File: src/rv_lite_consts.svh
// Sizing constants shared by the engine and its testbench
// RVL_IN_DEPTH also sets the sender's input credits after reset
// RVL_RES_CREDITS must not exceed what the receiver can absorb
`ifndef RV_LITE_CONSTS_SVH
`define RV_LITE_CONSTS_SVH

// Datapath
`define RVL_XLEN 32
`define RVL_NREGS 32

// Buffering and credits
`define RVL_IN_DEPTH 4
`define RVL_RES_DEPTH 4
`define RVL_RES_CREDITS 2

`endif

File: src/rv_lite_pkg.sv
// Types shared between decode, execute and result
// Only the RV32I subset listed in alu_op_e is supported
`default_nettype none

`include "rv_lite_consts.svh"

package rv_lite_pkg;

  typedef enum logic [3:0] {
    ALU_ADD,
    ALU_SUB,
    ALU_AND,
    ALU_OR,
    ALU_XOR,
    ALU_SLL,
    ALU_SRL,
    ALU_SLT,
    ALU_LUI,
    ALU_ILLEGAL
  } alu_op_e;

  typedef logic [4:0] reg_addr_t;

  typedef struct packed {
    alu_op_e          op;
    reg_addr_t        rd;
    reg_addr_t        rs1;
    reg_addr_t        rs2;
    logic [31:0]      imm;
    logic             use_imm;
    logic             illegal;
  } decoded_op_t;

  typedef struct packed {
    reg_addr_t             rd;
    logic [`RVL_XLEN-1:0]  value;
    logic                  illegal;
  } result_t;

endpackage

`default_nettype wire

File: src/rv_lite_op_if.sv
// Decoded operation handshake, decode to execute
// op must stay stable while valid is high and ready is low
`default_nettype none

interface rv_lite_op_if;
  import rv_lite_pkg::*;

  logic        valid;
  logic        ready;
  decoded_op_t op;

  modport decode_mp (
    output valid,
    output op,
    input  ready
  );

  modport execute_mp (
    input  valid,
    input  op,
    output ready
  );

endinterface

`default_nettype wire

File: src/rv_lite_credit_fifo.sv
// Circular buffer of DEPTH entries, one push and one pop per cycle
// A push while full or a pop while empty is ignored
// data_o shows the head entry and is only meaningful when not empty
`default_nettype none

module rv_lite_credit_fifo #(
  parameter type          payload_t = logic [31:0],
  parameter int unsigned  DEPTH     = 4,
  localparam int unsigned PtrW      = (DEPTH > 1) ? $clog2(DEPTH) : 1,
  localparam int unsigned CntW      = $clog2(DEPTH + 1)
) (
  input  logic            clk_i,
  input  logic            rst_ni,
  input  logic            push_i,
  input  payload_t        data_i,
  input  logic            pop_i,
  output payload_t        data_o,
  output logic            empty_o,
  output logic            full_o,
  output logic [CntW-1:0] count_o
);

  payload_t        mem_q [DEPTH];
  logic [PtrW-1:0] wr_ptr_q;
  logic [PtrW-1:0] rd_ptr_q;
  logic [CntW-1:0] cnt_q;
  logic            wr_en;
  logic            rd_en;

  function automatic logic [PtrW-1:0] next_ptr(input logic [PtrW-1:0] ptr);
    if (ptr == PtrW'(DEPTH - 1)) begin
      return '0;
    end
    return ptr + 1'b1;
  endfunction

  assign empty_o = (cnt_q == '0);
  assign full_o  = (cnt_q == CntW'(DEPTH));
  assign count_o = cnt_q;
  assign data_o  = mem_q[rd_ptr_q];
  assign wr_en   = push_i & ~full_o;
  assign rd_en   = pop_i & ~empty_o;

  always_ff @(posedge clk_i or negedge rst_ni) begin
    if (!rst_ni) begin
      wr_ptr_q <= '0;
      rd_ptr_q <= '0;
      cnt_q    <= '0;
    end else begin
      if (wr_en) begin
        wr_ptr_q <= next_ptr(wr_ptr_q);
      end
      if (rd_en) begin
        rd_ptr_q <= next_ptr(rd_ptr_q);
      end
      case ({wr_en, rd_en})
        2'b10:   cnt_q <= cnt_q + 1'b1;
        2'b01:   cnt_q <= cnt_q - 1'b1;
        default: cnt_q <= cnt_q;
      endcase
    end
  end

  always_ff @(posedge clk_i) begin
    if (wr_en) begin
      mem_q[wr_ptr_q] <= data_i;
    end
  end

endmodule

`default_nettype wire

File: src/rv_lite_decode.sv
// Input buffer, fetch enable and RV32I subset decoder
// Sender must hold a credit for every word; instr_credit_o returns one per pop
// Nothing leaves the buffer until fetch_enable_i has been high once
`default_nettype none

`include "rv_lite_consts.svh"

module rv_lite_decode (
  input  logic                  clk_i,
  input  logic                  rst_ni,
  input  logic                  fetch_enable_i,
  input  logic                  instr_valid_i,
  input  logic [`RVL_XLEN-1:0]  instr_i,
  output logic                  instr_credit_o,
  rv_lite_op_if.decode_mp       op_o
);
  import rv_lite_pkg::*;

  localparam logic [6:0] OpcOp    = 7'b0110011;
  localparam logic [6:0] OpcOpImm = 7'b0010011;
  localparam logic [6:0] OpcLui   = 7'b0110111;

  logic                 fetch_en_q;
  logic [`RVL_XLEN-1:0] word;
  logic                 buf_empty;
  logic                 pop;
  logic                 op_valid_q;
  decoded_op_t          op_q;
  decoded_op_t          dec;

  rv_lite_credit_fifo #(
    .payload_t (logic [`RVL_XLEN-1:0]),
    .DEPTH     (`RVL_IN_DEPTH)
  ) u_in_fifo (
    .clk_i   (clk_i),
    .rst_ni  (rst_ni),
    .push_i  (instr_valid_i),
    .data_i  (instr_i),
    .pop_i   (pop),
    .data_o  (word),
    .empty_o (buf_empty),
    .full_o  (),
    .count_o ()
  );

  // Once set, stays set until reset
  always_ff @(posedge clk_i or negedge rst_ni) begin
    if (!rst_ni) begin
      fetch_en_q <= 1'b0;
    end else if (fetch_enable_i) begin
      fetch_en_q <= 1'b1;
    end
  end

  // Refill op register when empty or being taken
  assign pop            = fetch_en_q & ~buf_empty & (~op_valid_q | op_o.ready);
  assign instr_credit_o = pop;

  ////////////////////////////////////////////////////////////
  // Decoder
  ////////////////////////////////////////////////////////////

  always_comb begin
    dec         = '0;
    dec.op      = ALU_ILLEGAL;
    dec.rd      = word[11:7];
    dec.rs1     = word[19:15];
    dec.rs2     = word[24:20];
    dec.imm     = {{20{word[31]}}, word[31:20]};
    dec.illegal = 1'b1;
    case (word[6:0])
      OpcOp: begin
        dec.illegal = 1'b0;
        case ({word[31:25], word[14:12]})
          {7'h00, 3'b000}: dec.op = ALU_ADD;
          {7'h20, 3'b000}: dec.op = ALU_SUB;
          {7'h00, 3'b111}: dec.op = ALU_AND;
          {7'h00, 3'b110}: dec.op = ALU_OR;
          {7'h00, 3'b100}: dec.op = ALU_XOR;
          {7'h00, 3'b001}: dec.op = ALU_SLL;
          {7'h00, 3'b101}: dec.op = ALU_SRL;
          {7'h00, 3'b010}: dec.op = ALU_SLT;
          default:         dec.illegal = 1'b1;
        endcase
      end
      OpcOpImm: begin
        dec.illegal = 1'b0;
        dec.use_imm = 1'b1;
        case (word[14:12])
          3'b000:  dec.op = ALU_ADD;
          3'b111:  dec.op = ALU_AND;
          3'b110:  dec.op = ALU_OR;
          3'b100:  dec.op = ALU_XOR;
          default: dec.illegal = 1'b1;
        endcase
      end
      OpcLui: begin
        dec.illegal = 1'b0;
        dec.use_imm = 1'b1;
        dec.op      = ALU_LUI;
        dec.imm     = {word[31:12], 12'b0};
      end
      default: dec.illegal = 1'b1;
    endcase
    if (dec.illegal) begin
      dec.op = ALU_ILLEGAL;
    end
  end

  always_ff @(posedge clk_i or negedge rst_ni) begin
    if (!rst_ni) begin
      op_valid_q <= 1'b0;
    end else if (pop) begin
      op_valid_q <= 1'b1;
    end else if (op_o.ready) begin
      op_valid_q <= 1'b0;
    end
  end

  always_ff @(posedge clk_i) begin
    if (pop) begin
      op_q <= dec;
    end
  end

  assign op_o.valid = op_valid_q;
  assign op_o.op    = op_q;

endmodule

`default_nettype wire

File: src/rv_lite_execute.sv
// Register file and ALU, two cycles from op taken to result push
// Operands are read when an op is taken, with the write in flight forwarded
// x0 reads as zero and is never written
`default_nettype none

`include "rv_lite_consts.svh"

module rv_lite_execute (
  input  logic                 clk_i,
  input  logic                 rst_ni,
  rv_lite_op_if.execute_mp     op_i,
  input  logic                 res_room_i,
  output logic                 res_push_o,
  output rv_lite_pkg::result_t res_data_o
);
  import rv_lite_pkg::*;

  logic [`RVL_XLEN-1:0] rf_q [`RVL_NREGS];
  logic                 take;
  logic                 rf_we;
  logic [`RVL_XLEN-1:0] rs1_val;
  logic [`RVL_XLEN-1:0] rs2_val;
  logic                 ex_valid_q;
  alu_op_e              ex_op_q;
  reg_addr_t            ex_rd_q;
  logic                 ex_illegal_q;
  logic [`RVL_XLEN-1:0] ex_a_q;
  logic [`RVL_XLEN-1:0] ex_b_q;
  logic [`RVL_XLEN-1:0] alu_res;

  // Only stalls when the result buffer could overflow
  assign op_i.ready = res_room_i;
  assign take       = op_i.valid & op_i.ready;

  ////////////////////////////////////////////////////////////
  // Register file read with write forwarding
  ////////////////////////////////////////////////////////////

  assign rf_we   = ex_valid_q & ~ex_illegal_q & (ex_rd_q != '0);
  assign rs1_val = (op_i.op.rs1 == '0) ? '0 :
                   (rf_we && ex_rd_q == op_i.op.rs1) ? alu_res : rf_q[op_i.op.rs1];
  assign rs2_val = (op_i.op.rs2 == '0) ? '0 :
                   (rf_we && ex_rd_q == op_i.op.rs2) ? alu_res : rf_q[op_i.op.rs2];

  always_ff @(posedge clk_i or negedge rst_ni) begin
    if (!rst_ni) begin
      ex_valid_q <= 1'b0;
    end else begin
      ex_valid_q <= take;
    end
  end

  always_ff @(posedge clk_i) begin
    if (take) begin
      ex_op_q      <= op_i.op.op;
      ex_rd_q      <= op_i.op.rd;
      ex_illegal_q <= op_i.op.illegal;
      ex_a_q       <= rs1_val;
      ex_b_q       <= op_i.op.use_imm ? op_i.op.imm : rs2_val;
    end
  end

  ////////////////////////////////////////////////////////////
  // ALU and writeback
  ////////////////////////////////////////////////////////////

  always_comb begin
    case (ex_op_q)
      ALU_ADD: alu_res = ex_a_q + ex_b_q;
      ALU_SUB: alu_res = ex_a_q - ex_b_q;
      ALU_AND: alu_res = ex_a_q & ex_b_q;
      ALU_OR:  alu_res = ex_a_q | ex_b_q;
      ALU_XOR: alu_res = ex_a_q ^ ex_b_q;
      ALU_SLL: alu_res = ex_a_q << ex_b_q[4:0];
      ALU_SRL: alu_res = ex_a_q >> ex_b_q[4:0];
      ALU_SLT: alu_res = {{(`RVL_XLEN-1){1'b0}}, $signed(ex_a_q) < $signed(ex_b_q)};
      ALU_LUI: alu_res = ex_b_q;
      default: alu_res = '0;
    endcase
  end

  always_ff @(posedge clk_i) begin
    if (rf_we) begin
      rf_q[ex_rd_q] <= alu_res;
    end
  end

  assign res_push_o         = ex_valid_q;
  assign res_data_o.rd      = ex_rd_q;
  assign res_data_o.value   = ex_illegal_q ? '0 : alu_res;
  assign res_data_o.illegal = ex_illegal_q;

endmodule

`default_nettype wire

File: src/rv_lite_result.sv
// Result buffer and output credit counter
// Receiver must never return more credits than it has taken
// res_rd_o, res_data_o and res_illegal_o are valid only with res_valid_o
`default_nettype none

`include "rv_lite_consts.svh"

module rv_lite_result (
  input  logic                   clk_i,
  input  logic                   rst_ni,
  input  logic                   res_push_i,
  input  rv_lite_pkg::result_t   res_data_i,
  output logic                   res_room_o,
  input  logic                   res_credit_i,
  output logic                   res_valid_o,
  output rv_lite_pkg::reg_addr_t res_rd_o,
  output logic [`RVL_XLEN-1:0]   res_data_o,
  output logic                   res_illegal_o
);
  import rv_lite_pkg::*;

  localparam int unsigned CntW  = $clog2(`RVL_RES_DEPTH + 1);
  localparam int unsigned CredW = $clog2(`RVL_RES_CREDITS + 1);

  result_t          head;
  logic             buf_empty;
  logic [CntW-1:0]  buf_count;
  logic [CntW:0]    fill;
  logic             pop;
  logic [CredW-1:0] credit_cnt_q;

  rv_lite_credit_fifo #(
    .payload_t (result_t),
    .DEPTH     (`RVL_RES_DEPTH)
  ) u_res_fifo (
    .clk_i   (clk_i),
    .rst_ni  (rst_ni),
    .push_i  (res_push_i),
    .data_i  (res_data_i),
    .pop_i   (pop),
    .data_o  (head),
    .empty_o (buf_empty),
    .full_o  (),
    .count_o (buf_count)
  );

  // Room for one more op beyond the push now landing
  assign fill       = {1'b0, buf_count} + (CntW + 1)'(res_push_i);
  assign res_room_o = (fill < (CntW + 1)'(`RVL_RES_DEPTH));

  // One entry out per cycle, each spends a credit
  assign pop = ~buf_empty & (credit_cnt_q != '0);

  always_ff @(posedge clk_i or negedge rst_ni) begin
    if (!rst_ni) begin
      credit_cnt_q <= CredW'(`RVL_RES_CREDITS);
    end else begin
      credit_cnt_q <= credit_cnt_q - CredW'(pop) + CredW'(res_credit_i);
    end
  end

  assign res_valid_o   = pop;
  assign res_rd_o      = head.rd;
  assign res_data_o    = head.value;
  assign res_illegal_o = head.illegal;

endmodule

`default_nettype wire

File: src/rv_lite_top.sv
// Integer execution engine, credit-based instruction input and result output
// Sender starts with RVL_IN_DEPTH credits, engine with RVL_RES_CREDITS
// Results come back in instruction order with a variable latency
`default_nettype none

`include "rv_lite_consts.svh"

module rv_lite_top (
  input  logic                 clk_i,
  input  logic                 rst_ni,
  input  logic                 fetch_enable_i,
  input  logic                 instr_valid_i,
  input  logic [31:0]          instr_i,
  output logic                 instr_credit_o,
  input  logic                 res_credit_i,
  output logic                 res_valid_o,
  output logic [4:0]           res_rd_o,
  output logic [`RVL_XLEN-1:0] res_data_o,
  output logic                 res_illegal_o
);
  import rv_lite_pkg::*;

  result_t res_data;
  logic    res_push;
  logic    res_room;

  rv_lite_op_if op_if ();

  rv_lite_decode u_decode (
    .clk_i          (clk_i),
    .rst_ni         (rst_ni),
    .fetch_enable_i (fetch_enable_i),
    .instr_valid_i  (instr_valid_i),
    .instr_i        (instr_i),
    .instr_credit_o (instr_credit_o),
    .op_o           (op_if.decode_mp)
  );

  rv_lite_execute u_execute (
    .clk_i      (clk_i),
    .rst_ni     (rst_ni),
    .op_i       (op_if.execute_mp),
    .res_room_i (res_room),
    .res_push_o (res_push),
    .res_data_o (res_data)
  );

  rv_lite_result u_result (
    .clk_i         (clk_i),
    .rst_ni        (rst_ni),
    .res_push_i    (res_push),
    .res_data_i    (res_data),
    .res_room_o    (res_room),
    .res_credit_i  (res_credit_i),
    .res_valid_o   (res_valid_o),
    .res_rd_o      (res_rd_o),
    .res_data_o    (res_data_o),
    .res_illegal_o (res_illegal_o)
  );

endmodule

`default_nettype wire

File: config.mk
export PLATFORM = sky130hd
export DESIGN_NAME = rv_lite_top
export DESIGN_NICKNAME = d
export VERILOG_FILES = /design/src/rv_lite_pkg.sv /design/src/rv_lite_op_if.sv /design/src/rv_lite_credit_fifo.sv /design/src/rv_lite_decode.sv /design/src/rv_lite_execute.sv /design/src/rv_lite_result.sv /design/src/rv_lite_top.sv
export VERILOG_INCLUDE_DIRS = /design/src
export SDC_FILE = /design/constraint.sdc
export NUM_CORES = 2
export LEC_CHECK = 0
export ABC_CLOCK_PERIOD_IN_PS = 7600
export CAP_MARGIN = 20
export CORE_MARGIN = 2
export CORE_UTILIZATION = 45
export CTS_CLUSTER_SIZE = 8
export DETAILED_ROUTE_END_ITERATION = 7
export DONT_BUFFER_PORTS = 1
export PLACE_DENSITY_LB_ADDON = 0.05
export SLEW_MARGIN = 10
export SYNTH_ARGS = -nofsm -noshare
export SYNTH_HDL_FRONTEND = slang
export SYNTH_HIERARCHICAL = 1
export SYNTH_SLANG_ARGS = --single-unit
File: constraint.sdc
create_clock -name clk_i -period 7.6 [get_ports clk_i]
set_input_delay 0.38 -clock clk_i [delete_from_list [all_inputs] [get_ports clk_i]]
set_output_delay 0.38 -clock clk_i [all_outputs]
set_load 0.1 [all_outputs]
Word-level counts from Yosys, hierarchy flattened
Memories as Yosys holds them, arrays and structs flattened. A register that Yosys moved wholly into a read port is not among the register bits.
Cells that the tools add are included.
{"block": "totals", "register_bits": 114, "latch_bits": 0, "ramBits": 1304, "mem_bits_ro": 0, "input_bits": 37, "n_memories": 3}
{"name": "u_execute.rf_q", "words": 32, "word_bits": 32, "read_ports": 2, "rd_clocked_by_memory_dff": 2, "wr": 1, "line": "rv_lite_execute.sv:18", "text": "logic [`RVL_XLEN-1:0] rf_q [`RVL_NREGS];"}
{"name": "u_result.u_res_fifo.mem_q", "words": 4, "word_bits": 38, "read_ports": 1, "rd_clocked_by_memory_dff": 0, "wr": 1, "line": "rv_lite_credit_fifo.sv:23", "text": "payload_t mem_q [DEPTH];"}
{"name": "u_decode.u_in_fifo.mem_q", "words": 4, "word_bits": 32, "read_ports": 1, "rd_clocked_by_memory_dff": 0, "wr": 1, "line": "rv_lite_credit_fifo.sv:23"}
{"block": "classes", "n_addsub": 13, "multipliers": 0, "div": 0, "magnitude_cmp": 2, "n_eq_ne": 32, "n_shift": 2, "n_mux": 40, "bitwise": 20, "n_reduce_logical": 16}
{"op": "32-bit case mux with 9 select lines", "n": 1}
{"op": "32-bit 2-to-1 mux", "n": 4}
{"op": "10-bit by 3-bit == test with 1-bit output, second input constant", "n": 4}
{"op": "32-bit adder", "n": 1}
{"op": "32-bit AND", "n": 1}
{"op": "32-bit < comparator", "n": 1}
{"op": "32-bit bitwise OR", "n": 1}
{"op": "4-bit case mux with 8 select lines", "n": 1}
{"op": "32-bit by 5-bit << shifter with 32-bit output", "n": 1}
{"op": "32-bit by 5-bit right shift with 32-bit output", "n": 1}
{"op": "32-bit subtractor", "n": 1}
{"op": "32-bit XOR", "n": 1}
{"op": "31-bit 2-to-1 mux", "n": 1}
{"op": "1-bit 2-to-1 mux", "n": 19}
{"op": "4-bit by 3-bit == test with 1-bit output, second input constant", "n": 4}
{"op": "2-bit 2-to-1 mux", "n": 8}
{"op": "4-bit case mux with 4 select lines", "n": 1}
{"op": "3-bit == test, second input constant", "n": 5}
{"op": "7-bit by 6-bit == test with 1-bit output, second input constant", "n": 2}
{"op": "2-bit == test, second input constant", "n": 6}
{"op": "3-bit case mux with 2 select lines", "n": 2}
{"op": "4-bit case mux with 3 select lines", "n": 1}
{"op": "1-bit AND", "n": 10}
{"op": "10-bit by 1-bit == test with 1-bit output, second input constant", "n": 1}
{"op": "other kinds (29)", "n": 47}

Longest topological paths before layout
{"block": "logic_depth", "word_depth": 7, "depth_mapped": 15, "ltp_nobuf": 12}

Cells and area by module
Netlist, hierarchy kept.
{"module": "rv_lite_execute", "n_inst": 1, "cells_each": 3600, "area_per_inst_um2": 59285.6}
{"module": "rv_lite_credit_fifo (u_result.u_res_fifo)", "n_inst": 1, "cells_each": 239, "area_per_inst_um2": 5980.7}
{"module": "rv_lite_credit_fifo (u_decode.u_in_fifo)", "n_inst": 1, "cells_each": 208, "area_per_inst_um2": 5116.2}
{"module": "rv_lite_decode", "n_inst": 1, "cells_each": 139, "area_per_inst_um2": 2179.6}
{"module": "rv_lite_result", "n_inst": 1, "cells_each": 9, "area_per_inst_um2": 123.9}

Least setup slack after synthesis
No wires, ideal clock.
{"block": "synth_timing", "kind": "register -> register", "start": "register u_result.u_res_fifo.cnt_q[0] (netlist: u_result/u_res_fifo/count_o[0])", "end": "register u_decode.u_in_fifo.cnt_q[2] (netlist: u_decode/u_in_fifo/count_o[2])", "t_arrival_ps": 6408, "setup_slack_ps": 1113, "stages_incl_launch_ff": 13, "period_less_slack_ps": 6487, "path_cell_list": "dfrtp_1 > a31oi_1 > buf_4 > inv_1 > a21oi_1 > nand2b_1 > inv_1 > ha_1 > inv_1 > fa_1 > xor2_1 > nor2_1 > xor2_1"}
{"block": "synth_via", "elab_chain_cells": 7, "word_cells_on_any_way": 9}
{"element": "from (decl)", "line": "rv_lite_credit_fifo.sv:26", "text": "logic [CntW-1:0] cnt_q;"}
{"element": "from (signal assigned)", "line": "rv_lite_credit_fifo.sv:57", "text": "2'b10: cnt_q <= cnt_q + 1'b1;"}
{"element": "from (signal assigned)", "line": "rv_lite_credit_fifo.sv:58", "text": "2'b01: cnt_q <= cnt_q - 1'b1;"}
{"element": "from (signal assigned)", "line": "rv_lite_credit_fifo.sv:59", "text": "default: cnt_q <= cnt_q;"}
{"element": "3-bit by 1-bit adder with 4-bit output *", "line": "rv_lite_result.sv:48", "text": "assign fill = {1'b0, buf_count} + (CntW + 1)'(res_push_i);"}
{"element": "4-bit by 3-bit < comparator with 1-bit output *", "line": "rv_lite_result.sv:49", "text": "assign res_room_o = (fill < (CntW + 1)'(`RVL_RES_DEPTH));"}
{"element": "named net res_room", "line": "rv_lite_top.sv:25", "text": "logic res_room;"}
{"element": "1-bit bitwise OR *", "line": "rv_lite_decode.sv:56", "text": "assign pop = fetch_en_q & ~buf_empty & (~op_valid_q | op_o.ready);"}
{"element": "1-bit AND *", "line": "rv_lite_decode.sv:56"}
{"element": "named net instr_credit_o", "line": "rv_lite_top.sv:14", "text": "output logic instr_credit_o,"}
{"element": "1-bit AND *", "line": "rv_lite_credit_fifo.sv:42", "text": "assign rd_en = pop_i & ~empty_o;"}
{"element": "named net u_decode.u_in_fifo.rd_en", "line": "rv_lite_credit_fifo.sv:28", "text": "logic rd_en;"}
{"element": "2-bit by 1-bit == test with 1-bit output or 2-bit == test (tied branches)", "line": "rv_lite_credit_fifo.sv:56", "text": "case ({wr_en, rd_en})"}
{"element": "3-bit case mux with 2 select lines or 2-bit nonzero test (tied branches)"}
{"element": "to (signal assigned)", "line": "rv_lite_credit_fifo.sv:57"}
{"element": "to (signal assigned)", "line": "rv_lite_credit_fifo.sv:58"}
{"element": "to (signal assigned)", "line": "rv_lite_credit_fifo.sv:59"}
{"element": "to (decl)", "line": "rv_lite_credit_fifo.sv:26"}
The timed path passes the listed nets; every way through them passes the cells marked *.
A chain may end at the register's enable or synchronous reset.

Worst setup path in the final report
{"block": "layout_timing", "start": "register u_execute.ex_a_q[11] (read register of u_execute.rf_q)", "end": "memory u_execute/rf_q[23][21] in the netlist's numbering (data pin)"}
{"block": "layout_via", "elab_chain_cells": 2, "word_cells_on_any_way": 5}
{"element": "from (decl)", "line": "rv_lite_execute.sv:27", "text": "logic [`RVL_XLEN-1:0] ex_a_q;"}
{"element": "32-bit subtractor (tied with other cells)", "line": "rv_lite_execute.sv:70", "text": "ALU_SUB: alu_res = ex_a_q - ex_b_q;"}
{"element": "32-bit case mux with 9 select lines *", "line": "rv_lite_execute.sv:68", "text": "case (ex_op_q)"}
{"element": "named net u_execute.alu_res[21]", "line": "rv_lite_execute.sv:29", "text": "logic [`RVL_XLEN-1:0] alu_res;"}
{"element": "to (decl)", "line": "rv_lite_execute.sv:18"}
Marked as above.

==> impl_metrics.toml <==
[yosys]
yosysSeqAreaShare_pct = 59.8
yosysMostFrequentCell = "edfxtp_1"
synth_top_area_cell = "edfxtp_1"
ys_top_cells_by_area = "edfxtp_1 (59%), mux4_2 (23%), ha_1 (1.9%)"
yosys.area_share.simple_pct = 4.11
synth_common_cells = "edfxtp_1 (1431), mux4_2 (736), nor2_1 (221), clkbuf_1 (195), a21oi_1 (153)"
synth_top_area_share_pct = 59.1
synth-edff-count = 1431
synth-seq-cells = 1450
syn_area_um2 = 72700
synth_flop_cell = "edfxtp_1"
muxShareOfSynthArea_pct = 24.9
yosysUniqueCellTypes = 99
syn-instance-count = 4195
async_reset_ff_share_pct = 1.31
yosysWarnings = 6
synth-compound-area-share_pct = 6.27
yosys.area_share.adder_pct = 2.02
synth_xor_area_share_pct = 0.286
synth_top_family_by_area = "multiplexers"
avgSynthCellArea_um2 = 17.3

[worst_setup_path]
max_stage_delay_ps = 880
r2r-end = "u_execute/rf_q[23][21]"
required_ps = 7970
critPathSlowestCell = "a211oi_2"
path_buf_inv = 2
worst-r2r-setup-slack_ps = 2190
path_common_cell = "inv_1"
r2r_start = "u_execute/ex_a_q[11]"
worstPathArrival_ps = 5780
crit_family = "compound AO/OA/AOI/OAI gates"
critPathKind = "register to register"
startpoint_type = "register"
cp-end-kind = "register"
crit_fanout = 32
crit_chain = "inv_1, ha_1, nand4_1, or3_1, a211oi_1, nor3_1, a31oi_1, o221ai_1, a211oi_2, inv_1"
reg2reg_depth = 10

[place]
post-place-ws_ps = 2390
dp_hpwl_um = 144000
gp_congestion = 1.01
io_buffers = 0

[die]
start_util_pct = 45.3
fp.dieW_um = 406
design.core.area_um2 = 161000
pin_count = 77
die_y_um = 406
die-area_um2 = 165000
num_rows = 147

[route]
initialDrtViolationCount = 5266
via_count = 43500
via_per_inst = 6.70
wl_um = 239000
first_pass_iters = 6
ant_nets = 0
post_drt_wl_per_cell_um = 36.8
drc = 0

[timing]
fin_crit_ps = 5410
fin_skew_ps = 44.4
setup-tns-final_ps = 0
rsz0062_at_grt = "false"
clock.fmax_mhz = 185
finalHoldViolations = 0
drv_slew = 0
slew_headroom_pct = 23.8
fin_ws_ps = 2190
whs_ps = 131
worst_slew_pin_slew_ps = 1140
finalSetupViolCount = 0
fin_crit_sh_pct = 71.2

[pwr]
vdd_drop_max_v = 0.000394
p_per_area_nw_per_um2 = 496
p_leak_nw = 26.8

[clocking]
tritoncts = "built"
clockBufferDepth = 3
cts.root.buffer_cell = "clkbuf_16"
clkSlewWorstSetupHoldPaths_ps = 50
cts_inserted_buffers = 199
ctsResizeCount = 0
cts_hold_buf = 36
cts_setup_buffers = 0
ctsHtreeMaxLevel = 4
clock_sinks = 1450
clock_latency_ps = 840

[global_routing]
grt_overflow_total = 0
grt_first_pass_wirelength_um = 336000
grt_max_degree = 104
grtUsageTotal_pct = 29.2
grt_pass1_vias = 43500
antenna_found_initial = 6

[finish]
area.growth.synth_to_final_pct = 12.0
drive_above_1_share_pct = 27.9
final_nets = 4445

[run_status]
status = "completed"

[run]
maxCapViolCount = 0

[worst_hold_path]
hold_path_class = "input port to async pin"
## worst register-to-register path, cell delays in order, from the launching register on
cell,delay [ps]
edfxtp_1,720
inv_1,100
ha_1,590
nand4_1,240
or3_1,440
a211oi_1,360
nor3_1,200
a31oi_1,490
o221ai_1,240
a211oi_2,880
inv_1,720
## state kept, by name (all words and copies together), names as in the netlist
name,flops
u_decode/fetch_en_q,1
u_result/u_res_fifo/wr_ptr_q,2
u_execute/res_push_o,1
u_result/u_res_fifo/mem_q,152
u_execute/ex_illegal_q,1
u_decode/op_o.valid,1
u_execute/rf_q,1024
u_decode/u_in_fifo/mem_q,128
u_decode/u_in_fifo/rd_ptr_q,2
u_result/u_res_fifo/count_o,3
u_execute/ex_a_q,32
u_execute/ex_op_q,4
u_result/u_res_fifo/rd_ptr_q,2
u_decode/u_in_fifo/count_o,3
u_decode/op_o.op,53
u_decode/u_in_fifo/wr_ptr_q,2
u_execute/ex_b_q,32
u_execute/ex_rd_q,5
u_result/credit_cnt_q,2
## power breakdown
part | switching [mW] | internal (mW) | total [mW]
combinational | 12.7 | 7.21 | 19.9
sequential | 0.841 | 11.7 | 12.5
clock | 3.25 | 4.70 | 7.95
## area by class of cell
type | count | area (µm²)
inverters | 148 | 556
multi-input cells | 2319 | 27800
fillers | 13100 | 79200
well taps | 2160 | 2700
flip-flops and latches | 1450 | 43500
clock inverters | 12 | 231
diodes | 1 | 2.50
clock buffers | 224 | 5120
repair buffers | 175 | 1580
## through the flow
stage	util, %	power, mW	cell area [µm²]	instances
2_1_floorplan	-	25.9	72800	4226
3_3_place_gp	47.1	32.4	75600	6211
3_5_place_dp	47.1	32.4	75600	6212
4_1_cts	50.7	40.4	81300	6484
5_1_grt	50.7	42.1	81400	6488
6_report	50.7	40.4	81400	6489
## cell families after synthesis
kind of cell / after synthesis
AOI/OAI and AO/OA: 656
xor gates and xnor gates: 22
adders and majority gates: 115
buffers and inverters: 457
DFF: 1450
muxes: 878
other: 1
and+or+nand+nor: 616
## cells in the final DEF, fill, tap and decap left out, types with 24 or more instances in the layout
master,instances
ha_1,111
nand3_1,32
nor2_1,189
o21ai_0,100
mux2i_1,104
a21o_1,42
mux2_2,34
a31oi_1,24
dlygate4sd3_1,36
conb_1,32
mux4_2,736
a211oi_1,84
nor2b_1,64
inv_1,146
nor2_4,32
edfxtp_1,1431
a21oi_1,152
o211ai_1,30
buf_4,124
clkbuf_16,201
nor3_1,25
nand2_1,150
## per-layer routing
layer  wire length (µm)  global-route usage, %  share of wire (%)  vias up
met2             113000                   45.9                 47     2043
li1                   -                      -                  -    17600
met5                 12                      0             0.0050        -
met1             100000                   41.6                 42    23400
met3              18500                   5.20                7.7      382
met4               7740                   9.59                3.2        2
## worst max-delay path by stage
stage	start	endpoint	slack [ps]	cells past startpoint
2_1_floorplan	u_result/u_res_fifo/count_o[0]	u_decode/u_in_fifo/count_o[2]	1110	12
4_1_cts	u_execute/ex_a_q[11]	u_execute/rf_q[9][21]	2400	10
3_3_place_gp	u_execute/ex_b_q[1]	u_execute/rf_q[13][17]	2350	11
6_report	u_execute/ex_a_q[11]	u_execute/rf_q[23][21]	2190	10
5_1_grt	u_execute/ex_a_q[12]	u_execute/rf_q[21][21]	2110	10
3_5_place_dp	u_execute/ex_a_q[11]	u_execute/rf_q[28][21]	2390	10
No activity file was read; power rests on OpenSTA's default activity.
